==> src/kitchen_pkg.sv <==
package kitchen_pkg;

   ////////////////////
   // button map
   ////////////////////

   localparam int num_buttons = 5;

   // bit index of each button in the button vectors
   localparam int btn_up    = 0;
   localparam int btn_down  = 1;
   localparam int btn_left  = 2;
   localparam int btn_right = 3;
   localparam int btn_chop  = 4;

   ////////////////////
   // kitchen grid
   ////////////////////

   localparam int grid_cols = 13; // x in 0..12
   localparam int grid_rows = 8;  // y in 0..7

   ////////////////////
   // timing defaults
   ////////////////////

   // hardware values, sim overrides these at the top
   localparam int default_debounce_cycles = 1_000_000;
   localparam int default_scan_cycles     = 100_000;   // clocks per digit

   ////////////////////
   // types
   ////////////////////

   typedef logic [num_buttons-1:0] button_vec_t; // one bit per button

   typedef logic [7:0] grid_coord_t;  // player x or y
   typedef logic [7:0] chop_count_t;  // wraps at 256
   typedef logic [31:0] status_word_t; // eight hex digits for the display

   // facing of the player, shown as digit 4
   typedef enum logic [1:0] {
      facing_up    = 2'd0,
      facing_down  = 2'd1,
      facing_left  = 2'd2,
      facing_right = 2'd3
   } direction_t;

endpackage

==> src/button_sync.sv <==
`timescale 1ns/1ps

module button_sync (
   input  logic                     clk_in,
   input  logic                     reset_in,
   input  kitchen_pkg::button_vec_t btn_raw,
   input  logic                     carry_raw,
   output kitchen_pkg::button_vec_t btn_sync,
   output logic                     carry_sync
);

   // carry rides along as the top bit
   localparam int sync_w = kitchen_pkg::num_buttons + 1;

   logic [sync_w-1:0] raw_bundle;
   logic [sync_w-1:0] stage1;   // may go metastable
   logic [sync_w-1:0] stage2;   // settled copy

   assign raw_bundle = {carry_raw, btn_raw};

   ////////////////////
   // two flop chain
   ////////////////////

   always_ff @(posedge clk_in) begin
      if (reset_in) begin
         stage1 <= '0;
         stage2 <= '0;
      end else begin
         stage1 <= raw_bundle;
         stage2 <= stage1;
      end
   end

   assign btn_sync   = stage2[kitchen_pkg::num_buttons-1:0];
   assign carry_sync = stage2[sync_w-1];

endmodule

==> src/debounce.sv <==
`timescale 1ns/1ps

module debounce #(
   parameter int debounce_cycles = kitchen_pkg::default_debounce_cycles
) (
   input  logic clk_in,
   input  logic reset_in,
   input  logic noisy,
   output logic clean
);

   // wide enough to hold the limit itself
   localparam int cnt_w = (debounce_cycles < 1) ? 1 : $clog2(debounce_cycles + 1);
   localparam logic [cnt_w-1:0] limit = cnt_w'(debounce_cycles);

   logic [cnt_w-1:0] count;    // clocks the sample has been stable
   logic             sample;   // last level seen on noisy

   ////////////////////
   // stability counter
   ////////////////////

   always_ff @(posedge clk_in) begin
      if (reset_in) begin
         sample <= noisy;      // start out agreeing with the pin
         clean  <= noisy;
         count  <= '0;
      end else if (noisy != sample) begin
         sample <= noisy;      // any bounce starts over
         count  <= '0;
      end else if (count == limit) begin
         clean <= sample;      // held long enough
      end else begin
         count <= count + 1'b1;
      end
   end

   // clean moves only off a full quiet period
   clean_on_limit_a : assert property (
      @(posedge clk_in) disable iff (reset_in)
      $changed(clean) |-> $past(count == limit) || $past(reset_in)
   );

endmodule

==> src/player_mover.sv <==
`timescale 1ns/1ps

module player_mover (
   input  logic                      clk_in,
   input  logic                      reset_in,
   input  kitchen_pkg::button_vec_t  btn_clean,
   input  logic                      carry,
   output kitchen_pkg::grid_coord_t  player_x,
   output kitchen_pkg::grid_coord_t  player_y,
   output kitchen_pkg::direction_t   direction,
   output kitchen_pkg::chop_count_t  chop_count,
   output kitchen_pkg::status_word_t status_word
);

   // last legal cell on each axis
   localparam kitchen_pkg::grid_coord_t max_x = kitchen_pkg::grid_coord_t'(kitchen_pkg::grid_cols - 1);
   localparam kitchen_pkg::grid_coord_t max_y = kitchen_pkg::grid_coord_t'(kitchen_pkg::grid_rows - 1);

   kitchen_pkg::button_vec_t btn_prev;   // clean levels one clock back
   kitchen_pkg::button_vec_t rise;       // fresh presses this clock
   kitchen_pkg::button_vec_t rise_q;     // presses acted on next clock

   ////////////////////
   // press detection
   ////////////////////

   assign rise = btn_clean & ~btn_prev;

   always_ff @(posedge clk_in) begin
      if (reset_in) begin
         btn_prev <= btn_clean;   // a button held through reset is not a press
         rise_q   <= '0;
      end else begin
         btn_prev <= btn_clean;
         rise_q   <= rise;
      end
   end

   ////////////////////
   // player state
   ////////////////////

   // one action per clock, up has the highest priority and chop the lowest
   always_ff @(posedge clk_in) begin
      if (reset_in) begin
         player_x   <= '0;
         player_y   <= '0;
         direction  <= kitchen_pkg::facing_up;
         chop_count <= '0;
      end else if (rise_q[kitchen_pkg::btn_up]) begin
         direction <= kitchen_pkg::facing_up;
         if (player_y != '0) begin
            player_y <= player_y - 8'd1;
         end
      end else if (rise_q[kitchen_pkg::btn_down]) begin
         direction <= kitchen_pkg::facing_down;
         if (player_y < max_y) begin
            player_y <= player_y + 8'd1;
         end
      end else if (rise_q[kitchen_pkg::btn_left]) begin
         direction <= kitchen_pkg::facing_left;
         if (player_x != '0) begin
            player_x <= player_x - 8'd1;
         end
      end else if (rise_q[kitchen_pkg::btn_right]) begin
         direction <= kitchen_pkg::facing_right;
         if (player_x < max_x) begin
            player_x <= player_x + 8'd1;
         end
      end else if (rise_q[kitchen_pkg::btn_chop]) begin
         if (!carry) begin   // hands full, no chopping
            chop_count <= chop_count + 8'd1;
         end
      end
   end

   ////////////////////
   // display word
   ////////////////////

   // digits 7..0: chops, chops, 0, dir, x, x, y, y
   assign status_word = {
      chop_count,
      4'h0,
      2'b00, direction,
      player_x,
      player_y
   };

   // the player never leaves the kitchen
   x_in_grid_a : assert property (
      @(posedge clk_in) disable iff (reset_in)
      player_x <= max_x
   );

   y_in_grid_a : assert property (
      @(posedge clk_in) disable iff (reset_in)
      player_y <= max_y
   );

endmodule

==> src/player_panel_top.sv <==
`timescale 1ns/1ps

module player_panel_top #(
   parameter int debounce_cycles = kitchen_pkg::default_debounce_cycles,
   parameter int scan_cycles     = kitchen_pkg::default_scan_cycles
) (
   input  logic                     clk_in,
   input  logic                     reset_in,
   input  kitchen_pkg::button_vec_t btn_raw,
   input  logic                     carry_raw,
   output kitchen_pkg::grid_coord_t player_x,
   output kitchen_pkg::grid_coord_t player_y,
   output kitchen_pkg::direction_t  direction,
   output kitchen_pkg::chop_count_t chop_count,
   output logic [6:0]               cat_out,
   output logic [7:0]               an_out
);

   kitchen_pkg::button_vec_t  btn_sync;
   kitchen_pkg::button_vec_t  btn_clean;
   logic                      carry_sync;   // switch, not debounced
   kitchen_pkg::status_word_t status_word;

   ////////////////////
   // input path
   ////////////////////

   button_sync sync0 (
      .clk_in     (clk_in),
      .reset_in   (reset_in),
      .btn_raw    (btn_raw),
      .carry_raw  (carry_raw),
      .btn_sync   (btn_sync),
      .carry_sync (carry_sync)
   );

   // one debouncer per button
   for (genvar i = 0; i < kitchen_pkg::num_buttons; i++) begin : debounce_gen
      debounce #(
         .debounce_cycles (debounce_cycles)
      ) db (
         .clk_in   (clk_in),
         .reset_in (reset_in),
         .noisy    (btn_sync[i]),
         .clean    (btn_clean[i])
      );
   end

   ////////////////////
   // player and display
   ////////////////////

   player_mover mover0 (
      .clk_in      (clk_in),
      .reset_in    (reset_in),
      .btn_clean   (btn_clean),
      .carry       (carry_sync),
      .player_x    (player_x),
      .player_y    (player_y),
      .direction   (direction),
      .chop_count  (chop_count),
      .status_word (status_word)
   );

   seven_seg_controller #(
      .scan_cycles (scan_cycles)
   ) display0 (
      .clk_in   (clk_in),
      .reset_in (reset_in),
      .val_in   (status_word),
      .cat_out  (cat_out),
      .an_out   (an_out)
   );

endmodule

==> src/seven_seg_controller.sv <==
`timescale 1ns/1ps

module seven_seg_controller #(
   parameter int scan_cycles = kitchen_pkg::default_scan_cycles
) (
   input  logic                      clk_in,
   input  logic                      reset_in,
   input  kitchen_pkg::status_word_t val_in,
   output logic [6:0]                cat_out,
   output logic [7:0]                an_out
);

   localparam int cnt_w = (scan_cycles < 1) ? 1 : $clog2(scan_cycles + 1);
   localparam logic [cnt_w-1:0] scan_limit = cnt_w'(scan_cycles);

   logic [7:0]       digit_sel;   // one hot, bit k lights digit k
   logic [cnt_w-1:0] scan_count;
   logic [3:0]       nibble;      // hex value of the lit digit
   logic [6:0]       seg;         // g..a, high means lit

   ////////////////////
   // digit scan
   ////////////////////

   always_ff @(posedge clk_in) begin
      if (reset_in) begin
         digit_sel  <= 8'b0000_0001;
         scan_count <= '0;
      end else if (scan_count == scan_limit) begin
         scan_count <= '0;
         digit_sel  <= {digit_sel[6:0], digit_sel[7]};   // rotate to next digit
      end else begin
         scan_count <= scan_count + 1'b1;
      end
   end

   always_comb begin
      case (digit_sel)
         8'b0000_0001: nibble = val_in[3:0];
         8'b0000_0010: nibble = val_in[7:4];
         8'b0000_0100: nibble = val_in[11:8];
         8'b0000_1000: nibble = val_in[15:12];
         8'b0001_0000: nibble = val_in[19:16];
         8'b0010_0000: nibble = val_in[23:20];
         8'b0100_0000: nibble = val_in[27:24];
         8'b1000_0000: nibble = val_in[31:28];
         default:      nibble = val_in[3:0];
      endcase
   end

   ////////////////////
   // hex decode
   ////////////////////

   always_comb begin
      case (nibble)
         4'h0:    seg = 7'b011_1111;
         4'h1:    seg = 7'b000_0110;
         4'h2:    seg = 7'b101_1011;
         4'h3:    seg = 7'b100_1111;
         4'h4:    seg = 7'b110_0110;
         4'h5:    seg = 7'b110_1101;
         4'h6:    seg = 7'b111_1101;
         4'h7:    seg = 7'b000_0111;
         4'h8:    seg = 7'b111_1111;
         4'h9:    seg = 7'b110_1111;
         4'ha:    seg = 7'b111_0111;
         4'hb:    seg = 7'b111_1100;
         4'hc:    seg = 7'b011_1001;
         4'hd:    seg = 7'b101_1110;
         4'he:    seg = 7'b111_1001;
         default: seg = 7'b111_0001;   // f
      endcase
   end

   // common anode, everything active low
   assign cat_out = ~seg;
   assign an_out  = ~digit_sel;

   one_digit_lit_a : assert property (
      @(posedge clk_in) disable iff (reset_in)
      $onehot(~an_out)
   );

endmodule
==> config.mk <==
export PLATFORM = sky130hd
export DESIGN_NAME = player_panel_top
export DESIGN_NICKNAME = d
export VERILOG_FILES = /design/src/kitchen_pkg.sv /design/src/button_sync.sv /design/src/debounce.sv /design/src/player_mover.sv /design/src/player_panel_top.sv /design/src/seven_seg_controller.sv
export SDC_FILE = /design/constraint.sdc
export NUM_CORES = 1
export LEC_CHECK = 0
export ABC_CLOCK_PERIOD_IN_PS = 4680
export BUFFER_PORTS_ARGS = -buffer_cell sky130_fd_sc_hd__buf_2
export CORE_MARGIN = 2
export CORE_UTILIZATION = 60
export DETAILED_ROUTE_END_ITERATION = 10
export GPL_ROUTABILITY_DRIVEN = 0
export PLACE_DENSITY = 0.82
export SYNTH_ARGS = -nofsm -noshare
export SYNTH_HDL_FRONTEND = slang
export SYNTH_SLANG_ARGS = --single-unit
==> constraint.sdc <==
create_clock -name clk_in -period 4.68 [get_ports clk_in]
set_input_delay 0.468 -clock clk_in [delete_from_list [all_inputs] [get_ports clk_in]]
set_output_delay 0.468 -clock clk_in [all_outputs]
set_load 0.01 [all_outputs]
==> results of run 1 <==
how the worst max path moves through the flow:
| stage | startpoint | to | slack (ps) | cells past startpoint |
|---|---|---|---|---|
| finish | display0.digit_sel[3] | cat_out[5] | 1030 | 11 |
| global route | display0.digit_sel[3] | cat_out[5] | 800 | 11 |
| detailed placement | display0.digit_sel[3] | cat_out[1] | 1490 | 10 |
| global placement | display0.digit_sel[3] | cat_out[1] | 1560 | 10 |
| CTS | display0.digit_sel[3] | cat_out[1] | 1020 | 10 |
| floorplan | display0.digit_sel[6] | cat_out[6] | 1860 | 10 |
power groups by stage:
stage | Clock (W) | Combinational, W | Sequential (W)
2_1_floorplan | 0 | 0.000180 | 0.00168
3_3_place_gp | 0 | 0.000223 | 0.00169
3_5_place_dp | 0 | 0.000232 | 0.00169
4_1_cts | 0.00158 | 0.000234 | 0.00166
5_1_grt | 0.00164 | 0.000262 | 0.00166
6_report | 0.00156 | 0.000232 | 0.00166
sequential cells by signal (all words and copies together) (netlist names):
| register | cells |
|---|---|
| display0.scan_count | 17 |
| mover0.rise_q | 5 |
| sync0.stage1 | 6 |
| mover0.player_x | 8 |
| mover0.btn_prev | 5 |
| mover0.chop_count | 8 |
| display0.digit_sel | 8 |
| mover0.direction | 2 |
| mover0.player_y | 8 |
| sync0.stage2 | 6 |
| debounce_gen.db.clean | 5 |
| debounce_gen.db.count | 100 |
| debounce_gen.db.sample | 5 |
cells by family (layout without fill, tap and decap cells):
group	count (synthesis)	after routing	share of synthesized area, %
xor+xnor	113	113	11.21
mux	25	25	2.961
simple gates	457	457	26.29
flops	183	183	42.62
fa+ha+maj	34	34	4.988
buf+inv	75	124	3.557
compound gates	112	112	8.375
cell usage after synthesis, drive strengths merged (5+ instances only):
cell type  count  area (µm²)
dfxtp        173        3463
or3           22       137.6
clkbuf        25       93.84
nor2         167       629.4
nor4b         10       102.6
and2           5       31.28
nand4         24       150.1
nor3          22       110.1
xnor2         48       420.4
edfxtp        10       300.3
xor2          65       569.3
mux2i         19       190.2
nand2         60       225.2
buf            7       58.80
inv           43       161.4
nor4          15       100.1
mux2           6       71.31
a22oi          8       60.06
ha            32       400.4
or4            5       41.29
a21o           8       60.06
nand3         48       240.2
a21oi         43       226.5
nor3b          7       57.55
o21ai         26       137.6
nor2b         17       106.4
nand2b        16       100.1
and3          20       125.1
cells in the final DEF, fill, tap and decap left out, types with 22 or more instances in the layout:
cell	n
a21oi_1	40
buf_2	48
dfxtp_1	173
ha_1	32
inv_1	43
nand2_1	60
nand3_1	48
nand4_1	24
nor2_1	166
nor3_1	22
o21ai_0	24
or3_1	22
xnor2_1	48
xor2_1	65
area by class of cell:
type / instances / area [µm²] / area share (%)
repair buffers: 49 / 247.7 / 2.523
clock buffers: 23 / 530.5 / 5.403
well taps: 184 / 230.2 / 2.345
clock inverters: 9 / 132.6 / 1.351
multi-input cells: 741 / 4752 / 48.40
flip-flops and latches: 183 / 3764 / 38.33
inverters: 43 / 161.4 / 1.644
per-layer routing:
metal	track usage [%]	part of all wire (%)	wire, µm	vias to the layer above
met5	0	0	0	-
met4	9.477	2.1	364	0
met3	4.664	4.1	705	36
met2	36.06	47	7992	161
met1	28.62	47	8110	3272
li1	-	-	-	3516
critical path, cell delays in order (launching register included):
cell       delay (ps)
dfxtp_1           500
and2b_2           300
a22oi_1           190
o2bb2ai_1         100
a221o_1           370
a21oi_1           370
inv_1             150
ha_1              280
inv_1             100
mux2i_1            70
a22o_1            190
buf_2             130
metrics by stage:
step | worst slack [ps] | std cells
floorplan | 1860 | 999
global route | 800.2 | 1232
detailed placement | 1488 | 1200
finish | 1027 | 1232
global placement | 1564 | 1200
CTS | 1016 | 1232
==> impl_metrics.py, run 1 <==
metrics = {
    "outcome": {
        "outcome": "complete, no violations",
    },
    "critical_path": {
        "critPathRequiredTime_ps": 4210,
        "reg2reg_to": "mover0.player_x[6]",
        "arrival_ps": 3190,
        "path_class": "flop to output pin",
        "r2r_start": "mover0.rise_q[2]",
        "rr_worst_depth": 9,
        "crit_path_start_kind": "flop",
        "cp-end-kind": "output pin",
        "path_max_fanout": 9,
        "ff2ff_setup_slack_ps": 2360,
    },
    "placed_design": {
        "dp_hpwl_mm": 11.62,
        "dpl-instance-area_um2": 9155,
        "port-buffer-count": 48,
    },
    "logic_synthesis": {
        "synth_area_per_cell_um2": 8.839,
        "ys_seq_area_share_pct": 42.62,
        "syn_area_um2": 8830,
        "async_reset_ff_share_pct": 0,
        "synth_fp_nets": 1041,
        "ys_ff_latch": 183,
        "synth_edf_count": 10,
        "synth_cell_type_count": 66,
        "synthFlopType": "dfxtp_1",
        "synth_cells": 999,
        "synth_warnings": 0,
    },
    "global_route": {
        "grt_pass1_vias": 6650,
        "antenna_found_initial": 0,
        "grt_pass1_wl_mm": 29.33,
        "grt_max_degree": 41,
        "grtUsageTotal_pct": 22.13,
        "grt.overflow.total": 0,
    },
    "floorplan": {
        "num_io_pins": 49,
        "dieWidth_um": 125.3,
        "num_rows": 44,
        "core_area_um2": 14480,
        "dieArea_um2": 15700,
        "initial_core_util_pct": 60.98,
        "die-height_um": 125.3,
    },
    "detailed_routing": {
        "dr.pass1.iters": 5,
        "wl_mm": 17.17,
        "routedWlPerCell_um": 13.94,
        "drc": 0,
        "viasPerCell": 5.670,
        "ant_nets": 0,
        "drt_iter0_drc": 465,
        "routed-via-count": 6985,
    },
    "layout": {
        "nNetsFinal": 1077,
        "syn_to_final_growth_pct": 11.19,
        "fin_util_pct": 67.81,
        "final_area_um2": 9818,
        "drive_gt1_share_pct": 9.924,
        "n_fill_cell": 1123,
        "antenna-diode-count": 0,
    },
    "sta": {
        "timing.final.hold_violations": 0,
        "fmax_ghz": 0.2737,
        "period_minus_slack_ps": 3653,
        "drv_slew": 0,
        "finalCritPeriodShare_pct": 78.06,
        "finalClockSkew_ps": 4.539,
        "worst_pin_slew_ps": 798.4,
        "slew_headroom_pct": 46.77,
        "setup_viol": 0,
        "grt_setup_unrepaired": "no",
        "setup_tns_ps": 0,
        "whs_ps": 246.8,
    },
    "power": {
        "power.internal_w": 0.002670,
        "powerDensity_nw_per_um2": 351.2,
        "ir_worst_vdd_uv": 268.4,
        "combPwrFrac_pct": 6.7,
        "p_leak_nw": 3.672,
        "switching_share_pct": 22.56,
        "power_w": 0.003448,
        "clkPwrFrac_pct": 45.2,
        "p_seq_share_pct": 48.1,
        "switching_power_w": 0.0007778,
    },
    "clocking": {
        "htree_num_levels": 4,
        "clock_tree.buffer_depth": 2,
        "cts_tree": "built",
        "cts_made_buffers": 17,
        "clock_latency_ps": 430,
        "clk_pin_slew_ps": 60,
        "cts_setup_buffers": 0,
        "ctsResizeCount": 0,
        "clock-sinks": 183,
        "cts_hold_buf": 0,
        "cts-root-buf": "clkbuf_16",
    },
    "flow_run": {
        "drv_cap": 0,
    },
    "hold_path": {
        "hold_class": "input port to flop",
        "hold_path_end": "sync0.stage1[0]",
        "hold-path-cell-count": 2,
        "hp-start": "btn_raw[0]",
    },
}
Note: power is estimated with default switching activity, not from simulation.
==> run 2: changes to the inputs <==
--- a/config.mk
+++ b/config.mk
@@ -5,7 +5,7 @@
 export SDC_FILE = /design/constraint.sdc
 export NUM_CORES = 1
 export LEC_CHECK = 0
-export ABC_CLOCK_PERIOD_IN_PS = 4680
+export ABC_CLOCK_PERIOD_IN_PS = 3400
 export BUFFER_PORTS_ARGS = -buffer_cell sky130_fd_sc_hd__buf_2
 export CORE_MARGIN = 2
 export CORE_UTILIZATION = 60
==> constraint.sdc (replaced) <==
create_clock -name clk_in -period 3.4 [get_ports clk_in]
set_input_delay 0.34 -clock clk_in [delete_from_list [all_inputs] [get_ports clk_in]]
set_output_delay 0.34 -clock clk_in [all_outputs]
set_load 0.01 [all_outputs]
==> run 2 against run 1 <==
  * Die area unchanged
  * Critical endpoint is now cat_out[6]
  * Utilization increased by 0.24 points
  * Via count decreased by 0.11%
  * Highest routed layer unchanged
  * Power increased by 34%
  * Critical path type unchanged
  * Register-to-register slack got worse by 1300 ps
  * Wire length decreased by 2.1%
  * Non-clock buffer count increased by 6
  * Combinational power increased by 40%
==> impl_metrics.py, run 2 (synthesized netlist as in run 1, its figures left out) <==
metrics = {
    "critical_path": {
        "crit_path_top_delay_cell": "a221o_1",
        "crit_family": "compound AO/OA/AOI/OAI gates",
        "path_max_fanout": 7,
        "critical_path_buf_inv_count": 2,
        "cp-end-kind": "output pin",
        "worstPathCellList": "nor2_1 > nand2_1 > o211ai_1 > a41oi_4 > a221o_1 > inv_1 > ha_1 > or3b_1 > o211ai_2 > buf_2",
        "crit_path_start_kind": "flop",
        "path_class": "flop to output pin",
        "arrival_ps": 2920,
        "critPathRequiredTime_ps": 3060,
        "max_stage_delay_ps": 430,
    },
    "layout": {
        "layout_commonest_cell": "dfxtp_1",
        "largest_reg_flops": 100,
        "nNetsFinal": 1083,
        "antenna-diode-count": 0,
        "syn_to_final_growth_pct": 11.59,
        "most-common-layout-cells": "dfxtp_1, nor2_1, xor2_1, nand2_1",
        "drive_gt1_share_pct": 11.01,
        "fin_util_pct": 68.05,
        "top_regs": "debounce_gen.db.count x100, display0.scan_count x17",
        "regMostFlops": "debounce_gen.db.count",
    },
    "sta": {
        "timing.final.hold_violations": 0,
        "setup_tns_ps": 0,
        "finalCritPeriodShare_pct": 95.92,
        "grt_setup_unrepaired": "no",
        "fmax_ghz": 0.3066,
        "drv_slew": 0,
        "period_minus_slack_ps": 3261,
        "setup_viol": 0,
        "slew_headroom_pct": 45.17,
        "whs_ps": 119.6,
        "layout_setup_ws_ps": 138.7,
        "finalClockSkew_ps": 9.081,
        "worst_pin_slew_ps": 822.4,
    },
    "global_route": {
        "grtUsageTotal_pct": 21.89,
        "antenna_found_initial": 0,
        "grt.overflow.total": 0,
        "grt_pass1_wl_mm": 29.24,
        "grt_pass1_vias": 6487,
        "grt_max_degree": 31,
    },
    "power": {
        "power_w": 0.004623,
        "p_seq_share_pct": 49.4,
        "ir_worst_vdd_uv": 367.9,
        "combPwrFrac_pct": 7.0,
        "switching_share_pct": 23.64,
        "switching_power_w": 0.001093,
        "power.internal_w": 0.003531,
        "p_leak_nw": 3.678,
        "powerDensity_nw_per_um2": 469.2,
        "clkPwrFrac_pct": 43.6,
    },
    "detailed_routing": {
        "dr.pass1.iters": 5,
        "drc": 0,
        "routedWlPerCell_um": 13.58,
        "wl_mm": 16.81,
        "viasPerCell": 5.636,
        "ant_nets": 0,
        "drt_iter0_drc": 496,
        "routed-via-count": 6977,
    },
    "floorplan": {
        "dieWidth_um": 125.3,
        "num_io_pins": 49,
        "dieArea_um2": 15700,
        "initial_core_util_pct": 60.98,
        "die-height_um": 125.3,
        "core_area_um2": 14480,
        "num_rows": 44,
    },
    "hold_path": {
        "hold_class": "input port to flop",
    },
    "clocking": {
        "clock-sinks": 183,
        "cts-root-buf": "clkbuf_16",
        "clock_tree.buffer_depth": 2,
        "cts_tree": "built",
        "clk_pin_slew_ps": 70,
        "cts_hold_buf": 0,
        "clock_latency_ps": 430,
        "htree_num_levels": 4,
        "cts_made_buffers": 17,
    },
    "outcome": {
        "outcome": "complete, no violations",
    },
    "placed_design": {
        "dp_hpwl_mm": 11.38,
        "port-buffer-count": 48,
        "post-place-ws_ps": 355.6,
    },
    "flow_run": {
        "drv_cap": 0,
    },
}
==> run 2: timing repair <==
item | in CTS | in global routing
pin swaps | 1 | 3
setup buffers | 0 | 5
endpoints found under the setup margin | 5 | 7
gates resized for setup | 1 | 9
==> run 2: final cells by class <==
class                           count  area, µm²
Clock inverter                     12      138.9
Sequential cell                   183       3770
Timing Repair Buffer               55      292.8
Fill cell                        1120       4626
Tap cell                          184      230.2
Clock buffer                       20      478.0
Inverter                           43      161.4
Multi-Input combinational cell    741       4782
==> run 2: path summary, 6_finish.rpt <==
path	end	startpoint	slack, ps	depth (start not counted)
max	cat_out[6]	display0.digit_sel[5]	140	10
min reg2reg	mover0.btn_prev[3]	debounce_gen[3].db.clean	360	0
min	sync0.stage1[5]	carry_raw	120	2
max reg2reg	mover0.player_x[6]	mover0.rise_q[2]	1040	9
==> run 2: metrics by stage <==
step | cells | cell area (µm²)
floorplan | 999 | 8830
global placement | 1201 | 9163
detailed placement | 1201 | 9163
CTS | 1233 | 9783
global route | 1238 | 9853
finish | 1238 | 9853
==> run 2: power groups by stage <==
| stage | clock [W] | combinational [W] | sequential, W |
|---|---|---|---|
| after global placement | 0 | 0.000307 | 0.00233 |
| after CTS | 0.00205 | 0.000321 | 0.00228 |
| after detailed placement | 0 | 0.000318 | 0.00233 |
| after global routing | 0.00214 | 0.000369 | 0.00229 |
| after floorplan | 0 | 0.000248 | 0.00231 |
| final | 0.00202 | 0.000325 | 0.00228 |
==> run 2: routing by layer <==
| layer | part of all wire (%) | global-route usage [%] | up-vias |
|---|---|---|---|
| met1 | 48 | 28.67 | 3257 |
| met2 | 46 | 35.84 | 150 |
| met4 | 1.9 | 8.431 | 0 |
| met3 | 4.4 | 4.450 | 34 |
| met5 | 0 | 0 | - |
| li1 | - | - | 3536 |
==> run 2: worst register-to-register path, cell delays in order (launching register included) <==
cell      delay (ps)
dfxtp_1          600
inv_1            140
fa_1             430
nor2b_1          120
o21ai_0           80
nand2b_1         120
a21o_1           130
a21oi_1           80
or3b_2           440
a31oi_1          150
